## src/logic/fme_config.svh

```systemverilog
`ifndef FME_CONFIG_SVH
`define FME_CONFIG_SVH

// integer sample width
`define FME_PIXEL_BITS 8

// integer pixels per reference row
`define FME_ROW_PIXELS 16

// luma filter length
`define FME_TAPS 8

// fractional samples per row is row pixels minus taps plus one
`define FME_FRAC_PIXELS 9

// reference rows per block
`define FME_BLOCK_ROWS 8

// rounding offset and normalising shift for taps summing to 64
`define FME_ROUND 32
`define FME_SHIFT 6

`endif

```

## src/logic/fme_pkg.sv

```systemverilog
`default_nettype none

`include "fme_config.svh"

package fme_pkg;

	// one integer or clipped fractional sample
	typedef logic [`FME_PIXEL_BITS-1:0] pixel_t;

	// a whole integer row with pixel 0 in the low bits
	typedef pixel_t [`FME_ROW_PIXELS-1:0] pixel_row_t;

	// one filter's clipped output row
	typedef pixel_t [`FME_FRAC_PIXELS-1:0] frac_row_t;

	// tap sum, wide enough for 88 * 255 plus rounding
	typedef logic signed [15:0] filter_sum_t;

	// counts rows inside one block
	typedef logic [$clog2(`FME_BLOCK_ROWS)-1:0] row_index_t;

	// phases of one block
	typedef enum logic [1:0] {
		idle,
		load,
		filter,
		done
	} fme_state_t;

endpackage

`default_nettype wire

```

## src/logic/row_window_buffer.sv

```systemverilog
`timescale 1ns/100ps
`default_nettype none

`include "fme_config.svh"

module row_window_buffer (
	input  logic               clock,
	input  logic               reset,
	input  logic               write_row,
	input  logic               read_row,
	input  fme_pkg::pixel_row_t row_in,
	output fme_pkg::pixel_row_t row_out
);
	import fme_pkg::*;

	localparam row_index_t last_index = row_index_t'(`FME_BLOCK_ROWS - 1);

	pixel_row_t rows [`FME_BLOCK_ROWS];
	row_index_t wr_ptr;
	row_index_t rd_ptr;

	// row storage, written in load order
	always_ff @(posedge clock) begin
		if (write_row) begin
			rows[wr_ptr] <= row_in;
		end
	end

	always_ff @(posedge clock or posedge reset) begin
		if (reset) begin
			wr_ptr <= '0;
		end else if (write_row) begin
			if (wr_ptr == last_index) begin
				wr_ptr <= '0;
			end else begin
				wr_ptr <= wr_ptr + 1'b1;
			end
		end
	end

	// wrap after the eighth read leaves the window ready for the next block
	always_ff @(posedge clock or posedge reset) begin
		if (reset) begin
			rd_ptr <= '0;
		end else if (read_row) begin
			if (rd_ptr == last_index) begin
				rd_ptr <= '0;
			end else begin
				rd_ptr <= rd_ptr + 1'b1;
			end
		end
	end

	assign row_out = rows[rd_ptr]; // oldest unread row

endmodule

`default_nettype wire

```

## config.mk

```make
export PLATFORM = sky130hd
export DESIGN_NAME = row_window_buffer
export DESIGN_NICKNAME = d
export VERILOG_FILES = /design/src/logic/fme_pkg.sv /design/src/logic/row_window_buffer.sv
export VERILOG_INCLUDE_DIRS = /design/src /design/src/logic
export SDC_FILE = /design/constraint.sdc
export NUM_CORES = 1
export LEC_CHECK = 0
export BUFFER_PORTS_ARGS = -buffer_cell sky130_fd_sc_hd__buf_2
export CAP_MARGIN = 20
export CORE_MARGIN = 2
export CORE_UTILIZATION = 45
export DETAILED_ROUTE_END_ITERATION = 12
export PLACE_DENSITY = 0.73
export SLEW_MARGIN = 0
export SYNTH_ARGS = -nofsm -noshare
export SYNTH_HDL_FRONTEND = slang
export SYNTH_SLANG_ARGS = --single-unit
```

## constraint.sdc

```tcl
create_clock -name clock -period 12.2 [get_ports clock]
set_input_delay 0.61 -clock clock [delete_from_list [all_inputs] [get_ports clock]]
set_output_delay 0.61 -clock clock [all_outputs]
set_load 0.02 [all_outputs]
```

# Word-level counts from Yosys, hierarchy flattened
# Memories as Yosys holds them, arrays and structs flattened.
# Index checks and enable logic that the tools add are counted.
[classes]
add_sub_neg = 2
n_eq_ne = 2
mux = 4
[ops]
columns = ["cell", "n"]
rows = [
  ["$add A3 B1 Y3 const B", 2],
  ["$eq A3 B3 Y1 const B", 2],
  ["$mux W3", 2],
  ["$mux W1", 2],
]
[totals]
ff_bits = 6
ramBits = 1024
out_inout_bits = 128
n_memories = 1
[mem_list]
columns = ["memory", "depth", "width", "read_ports", "rd_clocked_by_memory_dff", "wr", "line_no", "text"]
rows = [
  ["rows", 8, 128, 1, 0, 1, "row_window_buffer.sv:18", "pixel_row_t rows [`FME_BLOCK_ROWS];"],
]

# Depth between registers and ports, before layout
[logic_depth]
ltp_word = 2
ltp_mapped = 5
ltp_nobuf = 4

# Least setup slack after synthesis
# Ideal clock, no wire load.
[synth_path]
path_type = "input-to-reg"
startpoint = "input port write_row"
endpoint = "memory rows[0][0] (netlist name), enable pin"
arrival_ns = 9.357
path_slack_ns = 2.071
stages = 2
cell_sequence = "nand2b_1 nor3_1"
[synth_between]
elab_chain_cells = 2
[synth_lines]
columns = ["element", "line_no", "text"]
rows = [
  ["start, declared", "row_window_buffer.sv:9", "input logic write_row,"],
  ["$mux W1", "row_window_buffer.sv:24", "if (write_row) begin"],
  ["$mux W1 (implied by the code)", "row_window_buffer.sv:25", "rows[wr_ptr] <= row_in;"],
  ["end, declared", "row_window_buffer.sv:18", ""],
]
# Every way passes these cells.

==> results.md <==
- Status: finished, final reports clean
- CTS tree: built
- Worst-Margin Slew: 1.11 ns
- Total CTS buffers: 101
- Reg2reg path depth: 5
- Via count: 16900
- WHS: 0.182 ns
- Top-Level Pins: 260
- Final HPWL DP: 38.7 mm
- Avg Inst Size Synth: 25.6 sq um
- Routed Antenna Nets: 0
- Synthesized area: 38800 sq um
- 1st-iter DRT viols: 1385
- Crit Path Class: reg2out
- First-pass DRT Iterations: 5
- Setup TNS: 0 ns
- Resize count post-CTS: 0
- Worst r2r dst: rd_ptr[2]
- Worst-case clock skew: 0.0215 ns
- First-pass GRT wire length: 115 mm
- Initial antenna violation count: 11
- Power Dens Cells: 230 nW/um^2
- CTS root buffer: clkbuf_16
- Total grt overflow: 0
- # clock sinks: 1030
- Slew HR: 0.260
- Critical Path RT: 11.59 ns
- Peak Freq: 0.195 GHz
- Worst setup path endpoint: row_out[69]
- GP Congestion: 0.697
- Critical Path End Type: primary output
- Synthesized instance count: 1512
- Yosys Warn Count: 0
- Min-delay src: read_row
- Clk Latency, worst-skew pair: 0.65 ns
- Worst VDD drop: 0.177 mV
- Total routed wirelength: 76.8 mm
- Hold WC Path Type: in2reg
- WL/cell: 25.1 um
- Setup bufs post-CTS: 0
- Synth cell types: 16
- Flop-to-flop setup slack: 8.62 ns
- Tmin final: 5.14 ns
- Synth Register Bits: 1030
- Layout cells sized above 1: 0.431
- Global Route Usage Sum: 0.175
- Vias per inst: 5.52
- DIE HEIGHT: 298 um
- H-tree lvl count: 3
- Share of the yosys chip area belonging to registers: 0.797
- Die width: 298 um
- Syn Nets: 1648
- Fin. max-slew vios: 0
- Hold_buf cts: 1
- DRC errors left: 0
- Max-Cap Viols: 0
- Final net count: 1966
- Worst r2r src: rd_ptr[0]
- DIE AREA: 88500 sq um
- Clock transition at path regs: 0.06 ns
- Final period util: 0.421
- Largest net degree at the start of global routing: 129
- CP startpoint: rd_ptr[0]
- Fin. Hold Viols: 0
- CP Launch Type: flip-flop
- Critical path fanouts, max: 46
- Rows: 107
- CP arrival: 4.53 ns
- Input/output buffers: 259
- Starting Density: 0.455
- Area growth, synth to finish: 15.2%
- Core area: 85300 sq um
- CTS Buffer Depth: 3
- Setup violations, final: 0
- RSZ-0062 raised after global routing: false
- Vias in the first global route: 18200
- Leakage: 0.0144 uW
==> cells in the final DEF, fill, tap and decap left out, drive strengths merged <==
cell type    Yosys  final
edfxtp        1024   1024
buf             52    286
mux4           256    256
mux2           132    132
clkbuf          20    123
clkinv           0     49
bufinv           0     11
nor2             6      6
dfrtp            6      6
nand2b           5      5
ha               4      4
inv              1      3
diode            0      2
nand2            2      2
nor3             2      2
clkinvlp         0      2
mux2i            1      1
o21ai            1      1
dlygate4sd3      0      1
==> critical path: stages, from the launching register on <==
cell     delay [ns]
dfrtp_4        0.98
buf_4          0.86
buf_4          0.86
mux4_2         0.59
mux2_2         0.32
buf_2          0.17
==> registers in the layout, indices dropped and copies added, names as in the netlist <==
register / flops
wr_ptr: 3
rd_ptr: 3
rows: 1024
==> routing by layer <==
layer / GRT usage / share of wire / vias to the layer above
li1: - / - / 7167
met1: 0.235 / 0.42 / 9107
met2: 0.289 / 0.50 / 489
met3: 0.0445 / 0.063 / 99
met4: 0.0400 / 0.015 / 20
met5: 0 / 0.0017 / -
==> cell usage after synthesis <==
cell type	number	area (sq um)
dfrtp_1	6	150
buf_2	17	85.1
nand2_1	2	7.51
buf_6	26	293
buf_1	9	33.8
mux2i_1	1	10.0
clkbuf_1	20	75.1
mux2_2	132	1490
o21ai_0	1	5.00
edfxtp_1	1024	30700
ha_1	4	50.1
mux4_2	256	5770
nor2_1	6	22.5
nand2b_1	5	31.3
inv_1	1	3.75
nor3_1	2	10.0
==> report_power, final <==
group	total, uW	internal (uW)	switching, uW
Clock	3060	1790	1270
Combinational	2670	1140	1530
Sequential	4550	4380	164
Total	10300	7320	2960
==> cell type report <==
| type | instances | area, sq um |
|---|---|---|
| Clock buffer | 123 | 2670 |
| Antenna cell | 2 | 5.00 |
| Sequential cell | 1030 | 30900 |
| Fill cell | 6451 | 40600 |
| Multi-Input combinational cell | 409 | 7440 |
| Tap cell | 1144 | 1430 |
| Timing Repair Buffer | 287 | 1570 |
| Clock inverter | 64 | 614 |
| Inverter | 1 | 3.75 |
==> kinds of logic (layout without fill, tap and decap cells) <==
| group | Yosys count | after routing | share of synthesized area |
|---|---|---|---|
| AND/OR/NAND/NOR | 15 | 15 | 0.00184 |
| buffers and inverters | 73 | 475 | 0.0126 |
| multiplexers | 389 | 389 | 0.187 |
| adder cells (fa/ha/maj) | 4 | 4 | 0.00129 |
| flip-flops | 1030 | 1030 | 0.797 |
| other | 0 | 2 | 0 |
| AO/OA/AOI/OAI | 1 | 1 | 0.000129 |
==> worst min path at each step <==
stage                endpoint  cells after the start
floorplan           rd_ptr[0]                      1
global placement    wr_ptr[0]                      2
detailed placement  wr_ptr[0]                      2
CTS                 rd_ptr[0]                      2
global route        rd_ptr[0]                      2
finish              rd_ptr[0]                      2
==> metrics by stage <==
| step | power [uW] | std cells | setup WS, ns | area [sq um] | util |
|---|---|---|---|---|---|
| 2_1_floorplan | 6560 | 1512 | 2.07 | 38800 | - |
| 3_3_place_gp | 7290 | 2869 | 7.62 | 41300 | 0.485 |
| 3_5_place_dp | 7350 | 2870 | 7.58 | 41400 | 0.485 |
| 4_1_cts | 10400 | 3058 | 6.82 | 44600 | 0.524 |
| 5_1_grt | 10700 | 3059 | 6.58 | 44700 | 0.524 |
| 6_report | 10300 | 3060 | 7.06 | 44700 | 0.524 |
(Power assumes the default switching activity.)
