<file path="config.mk">
export PLATFORM = sky130hd
export DESIGN_NAME = fme_control
export DESIGN_NICKNAME = d
export VERILOG_FILES = /design/src/logic/fme_pkg.sv /design/src/logic/fme_control.sv
export VERILOG_INCLUDE_DIRS = /design/src /design/src/logic
export SDC_FILE = /design/constraint.sdc
export NUM_CORES = 1
export LEC_CHECK = 0
export BUFFER_PORTS_ARGS = -buffer_cell sky130_fd_sc_hd__buf_2
export CAP_MARGIN = 20
export CORE_AREA = 2 2 39 41
export CTS_CLUSTER_DIAMETER = 40
export DETAILED_ROUTE_END_ITERATION = 10
export DIE_AREA = 0 0 41 43
export PLACE_DENSITY = 0.49
export SLEW_MARGIN = 10
export SYNTH_ARGS = -nofsm -noshare
export SYNTH_HDL_FRONTEND = slang
export SYNTH_SLANG_ARGS = --single-unit
</file>
<file path="constraint.sdc">
create_clock -name clock -period 1.95 [get_ports clock]
set_input_delay 0.195 -clock clock [delete_from_list [all_inputs] [get_ports clock]]
set_output_delay 0.195 -clock clock [all_outputs]
set_load 0.005 [all_outputs]
</file>
<file path="src/logic/fme_config.svh">
`ifndef FME_CONFIG_SVH
`define FME_CONFIG_SVH

// integer sample width
`define FME_PIXEL_BITS 8

// integer pixels per reference row
`define FME_ROW_PIXELS 16

// luma filter length
`define FME_TAPS 8

// fractional samples per row is row pixels minus taps plus one
`define FME_FRAC_PIXELS 9

// reference rows per block
`define FME_BLOCK_ROWS 8

// rounding offset and normalising shift for taps summing to 64
`define FME_ROUND 32
`define FME_SHIFT 6

`endif

</file>
<file path="src/logic/fme_pkg.sv">
`default_nettype none

`include "fme_config.svh"

package fme_pkg;

	// one integer or clipped fractional sample
	typedef logic [`FME_PIXEL_BITS-1:0] pixel_t;

	// a whole integer row with pixel 0 in the low bits
	typedef pixel_t [`FME_ROW_PIXELS-1:0] pixel_row_t;

	// one filter's clipped output row
	typedef pixel_t [`FME_FRAC_PIXELS-1:0] frac_row_t;

	// tap sum, wide enough for 88 * 255 plus rounding
	typedef logic signed [15:0] filter_sum_t;

	// counts rows inside one block
	typedef logic [$clog2(`FME_BLOCK_ROWS)-1:0] row_index_t;

	// phases of one block
	typedef enum logic [1:0] {
		idle,
		load,
		filter,
		done
	} fme_state_t;

endpackage

`default_nettype wire

</file>
<file path="src/logic/fme_control.sv">
`timescale 1ns/100ps
`default_nettype none

`include "fme_config.svh"

module fme_control (
	input  logic clock,
	input  logic reset,
	input  logic start,
	input  logic row_valid,
	output logic write_row,
	output logic read_row,
	output logic filter_en,
	output logic load_done,
	output logic filter_done
);
	import fme_pkg::*;

	fme_state_t state;
	fme_state_t state_next;
	row_index_t row_count; // accepted rows in load, reads in filter
	logic start_ok;
	logic last_row;

	assign start_ok = start && ((state == idle) || (state == done)); // ignored mid block
	assign write_row = (state == load) && row_valid;
	assign read_row = (state == filter);
	assign filter_en = read_row; // filter bank samples the same cycle
	assign last_row = (row_count == row_index_t'(`FME_BLOCK_ROWS - 1));

	always_comb begin
		state_next = state;
		case (state)
			idle, done: begin
				if (start_ok) begin
					state_next = load;
				end
			end
			load: begin
				if (write_row && last_row) begin
					state_next = filter; // eighth row stored on this edge
				end
			end
			filter: begin
				if (last_row) begin
					state_next = done;
				end
			end
			default: begin
				state_next = idle;
			end
		endcase
	end

	always_ff @(posedge clock or posedge reset) begin
		if (reset) begin
			state <= idle;
		end else begin
			state <= state_next;
		end
	end

	always_ff @(posedge clock or posedge reset) begin
		if (reset) begin
			row_count <= '0;
		end else if (start_ok) begin
			row_count <= '0;
		end else if (write_row || read_row) begin
			if (last_row) begin
				row_count <= '0; // reused by the next phase
			end else begin
				row_count <= row_count + 1'b1;
			end
		end
	end

	always_ff @(posedge clock or posedge reset) begin
		if (reset) begin
			load_done <= 1'b0;
			filter_done <= 1'b0;
		end else if (start_ok) begin
			load_done <= 1'b0;
			filter_done <= 1'b0;
		end else begin
			if (write_row && last_row) begin
				load_done <= 1'b1;
			end
			if (read_row && last_row) begin
				filter_done <= 1'b1; // lines up with the last out_valid
			end
		end
	end

endmodule

`default_nettype wire

</file>
After elaboration in Yosys (flattened, before gate mapping) --
Cells that the tools add are included.
Word-level totals: register bits after elaboration 7, input port bits 4, output and inout bits 5, logic and storage cells 35
Operators by class: $add $sub $neg 1, eq/ne operators 7, mux-type cells 11, reductions and logical operators 12
Operator list (count):
- 3-bit two-way mux | 3
- 2-bit two-way mux | 3
- 2-bit one-hot mux with 3 select lines | 1
- 2-bit nonzero test | 3
- 2-bit == test, second input constant | 2
- 1-bit logical AND | 4
- 1-bit two-way mux | 4
- 2-bit by 1-bit inequality test with 1-bit output, second input constant | 2
- 3-bit by 1-bit adder with 3-bit output, second input constant | 1
- 3-bit == test, second input constant | 1
- 3-bit AND reduction | 1
- 2-bit by 1-bit == test with 1-bit output, second input constant | 1
- 2-bit zero test | 1
- 1-bit logical OR | 2
- 2-bit inequality test, second input constant | 1
- 2-bit OR reduction | 1

Longest topological paths before layout --
depth in word-level cells 5, depth in mapped cells 5, gate-level depth less buffers 5

Least setup slack after synthesis --
Ideal clock, no wire load.
kind register to register, from reg row_count[0], to reg row_count[1], library setup time 0.082 ns, arrival time 1.305 ns, data required time 1.868 ns, path slack 0.563 ns, cell stages (with the launch flop) 5, buffers on the path 0, clock period less this slack 1.387 ns, cell sequence dfrtp_1 -> ha_1 -> ha_1 -> or3b_1 -> a22oi_2
Between the ends: longest elaborated chain between the ends 4, elaborated cells between the ends (all ways) 5, those cells by class 1 x add/sub; 1 x eq/ne; 3 x mux
Ends and longest elaborated chain:
- start: declaration | RTL line fme_control.sv:21 | row_index_t row_count;
- start signal: assignment | RTL line fme_control.sv:72 | row_count <= row_count + 1'b1;
- 3-bit by 1-bit adder with 3-bit output or 3-bit == test (tied branches) | RTL line fme_control.sv:72, fme_control.sv:29
- 3-bit two-way mux * | RTL line fme_control.sv:69 | if (last_row) begin
- 3-bit two-way mux * | RTL line fme_control.sv:68 | end else if (write_row || read_row) begin
- 3-bit two-way mux * | RTL line fme_control.sv:66 | end else if (start_ok) begin
Every way passes the cells marked *; elsewhere a longest branch is shown, timed or not. The select of a mux whose other input is x is not followed. A chain may end at the register's enable or synchronous reset.

Worst setup path in the final report --
Ends and elaborated chain as after synthesis.

==> results by group <==
STA
  • Tcrit/Tclk final: 0.756
  • Crit path time final: 1.47 ns
  • Final setup fails: 0
  • F_max: 0.679 GHz
  • Clk_skew: 0.00123 ns
  • Least-Margin Pin Slew: 0.273 ns
  • Normalized max-slew margin: 0.818
  • Slew Viols, Final: 0
  • RSZ-0062 raised after global routing: false
  • Fin Setup TNS: 0 ns
  • Fin. Hold Viols: 0

Logic synthesis
  • Mapped Area: 402 um^2
  • Syn Nets: 47
  • Synth cell types: 19
  • Largest family of logic cells by synthesized area: compound AO/OA/AOI/OAI gates
  • Syn Inst Count: 39
  • Seq/Total Area, Yosys: 0.436
  • Compound-Gate Fraction of Synth Area: 0.221
  • Top cells by area, synth: dfrtp_1 44%, ha_1 12%, a21oi_1 6.2%, inv_1 4.7%, a22oi_2 3.1%
  • Synth Area in Adders: 0.125
  • XOR/XNOR share of the synthesized area: 0
  • YS warnings: 0
  • Post-synthesis mux area share: 0.0249
  • Area leader, netlist: dfrtp_1
  • Top cell type's share of synthesized area: 0.436
  • Register bit count reported by yosys: 7
  • Syn avg cell area: 10.3 um^2
  • Post-Synth Simple-Gate Area: 0.128

Job
  • Max-cap check violation count: 0

GRT
  • Initial antenna violation count: 0
  • Total GRT Usage: 0.105
  • Largest net degree at the start of global routing: 8
  • Grt total ovfl: 0
  • Global-route wire length before repair: 1.14 mm
  • Vias in the first global route: 281

Floorplanning
  • I/O pins: 9
  • FP Rows: 14
  • Horiz. Die Dim: 41 um
  • Die ar.: 1760 um^2
  • Core area: 1380 um^2
  • Die height: 43 um
  • Starting Density: 0.290

Power and ir drop
  • Reg power frac: 0.373
  • Switch Pwr: 173 uW
  • Pwr/cell area: 1080 nW/um^2
  • Tot Pwr: 529 uW
  • Static leakage: 0.000273 uW
  • Max VDD drop: 0.391 mV
  • Comb pwr share: 0.380
  • Pint: 356 uW
  • Sw frac: 0.327
  • Clock share of power: 0.246

Clock tree
  • Clock transition at the registers of the reported paths: 0.05 ns
  • Root Buffer Master: clkbuf_4
  • Cts bufs inserted: 3
  • Clock Sink Count: 7
  • Later-pin clock latency in the skew report: 0.25 ns
  • H-Tree Depth: 1
  • CTS tree: done
  • Gates resized, CTS repair: 0
  • Setup bufs post-CTS: 0
  • Clock Path Buffers: 2

Critical path
  • Critical path's largest stage delay: 0.40 ns
  • Crit path DAT: 1.64 ns
  • Most common cell on crit path: ha_1
  • CP Max Fanout: 7
  • Kind of critical path: flop to flop
  • Max stage delay cell, worst path: or3b_1
  • Crit. Startpoint: row_count[0]
  • Worst Setup Start Kind: flop
  • R2R Path Start: row_count[0]
  • CP Cell Sequence: ha_1 -> ha_1 -> or3b_1 -> a22oi_2
  • CP endpoint kind: flop
  • Worst Path Required: 2.12 ns

Final layout
  • # diodes: 0
  • # nets final: 60
  • Multi-input gate area: 200 um^2
  • Area delta synth->final: 22.1%
  • Register area: 175 um^2
  • Fill cells: 153
  • Post-route design area: 490 um^2
  • Layout cell share with drive strength beyond 1: 0.294

Route
  • Remaining DRCs: 0
  • First-pass DRT Iterations: 4
  • Final wirelength: 733 um
  • Starting DRT DRC Count: 2
  • Vias per cell: 4.63
  • Detailed-route via count: 310
  • Remaining antenna violation count after routing: 0
  • Routed length per instance: 10.9 um

Worst hold path
  • Hold Crit Start: start
  • Worst Hold Class: primary input to flop

Outcome
  • Status: finished clean

Placed design
  • IO buf count: 8
  • Dpl cell area: 454 um^2
  • GPL Wtd Cong: 0.697
[cell type report]
type | instances | area share
clock buffer | 4 | 0.0536
inverter | 5 | 0.0383
multi-input combinational | 26 | 0.408
sequential | 7 | 0.357
tap | 16 | 0.0408
timing repair buffer | 9 | 0.102
[registers in the layout, summed over array words and instances, names as in the netlist]
signal	cells
row_count	3
state	2
filter_done	1
load_done	1
[routing by layer]
layer / share of wire / GRT usage / vias up
li1: - / - / 162
met3: 0.048 / 0.0314 / 2
met4: 0.015 / 0.100 / 0
met1: 0.47 / 0.130 / 141
met5: 0 / 0 / -
met2: 0.46 / 0.134 / 5
[through the flow]
step           utilization  std cells  hold slack, ns  setup WS, ns
3_5_place_dp         0.328         62           0.140         0.482
3_3_place_gp         0.328         62           0.150         0.519
6_report             0.354         67           0.219         0.477
5_1_grt              0.354         67           0.230         0.394
4_1_cts              0.354         67           0.212         0.468
2_1_floorplan            -         39        -0.00160         0.563
[Yosys cell counts (all sizes together)]
cell type	number
buf	1
nand2b	2
or3b	1
nand3	1
a21bo	1
mux2i	1
or3	1
a21oi	6
and2	1
nand2	3
a32o	1
ha	4
a2bb2oi	1
dfrtp	7
inv	5
a31oi	1
a22oi	2
[cells in the final DEF (no fill, tap or decap)]
master / Yosys / routed
a22oi_2: 1 / 1
a21oi_1: 5 / 5
a22oi_1: 1 / 1
a2bb2oi_1: 1 / 1
nand2_1: 3 / 3
a32o_1: 1 / 1
or3b_1: 1 / 1
inv_1: 5 / 5
ha_1: 4 / 4
dlygate4sd3_1: 0 / 1
a21oi_2: 1 / 1
nand3_1: 1 / 1
clkbuf_1: 0 / 1
buf_2: 0 / 8
a31oi_1: 1 / 1
nand2b_1: 2 / 2
clkbuf_4: 0 / 3
and2_2: 1 / 1
mux2i_1: 1 / 1
or3_1: 1 / 1
dfrtp_1: 7 / 7
a21bo_2: 1 / 1
[final timing paths]
kind | endpoint | slack [ns] | cells past startpoint
min in group asynchronous | state[0] | 0.43 | 3
max in group asynchronous | row_count[2] | 1.31 | 3
max | row_count[1] | 0.48 | 4
min | load_done | 0.22 | 2
min reg2reg | load_done | 0.52 | 2
max reg2reg | row_count[1] | 0.48 | 4
[cell families after synthesis]
group	after synthesis
AND/OR/NAND/NOR	9
buffers and inverters	6
flip-flops	7
multiplexers	1
AO/OA/AOI/OAI	12
adder cells (fa/ha/maj)	4
[critical path: cells and delay by family (launching register included)]
kind | cells | cell delay, ns
flip-flops | 1 | 0.39
AND/OR/NAND/NOR | 1 | 0.40
AO/OA/AOI/OAI | 1 | 0.15
adder cells (fa/ha/maj) | 2 | 0.45
[power groups by stage]
stage | registers [uW] | clock network (uW) | logic [uW]
floorplan | 195 | 0 | 160
global placement | 202 | 0 | 204
detailed placement | 200 | 0 | 201
CTS | 197 | 137 | 205
global route | 202 | 146 | 226
finish | 198 | 130 | 201
[timing repair]
action / in CTS / in global routing
endpoints found under the setup margin: 0 / 0
hold buffers: 1 / 0
hold endpoints to repair: 7 / 0
(Power assumes the default switching activity.)
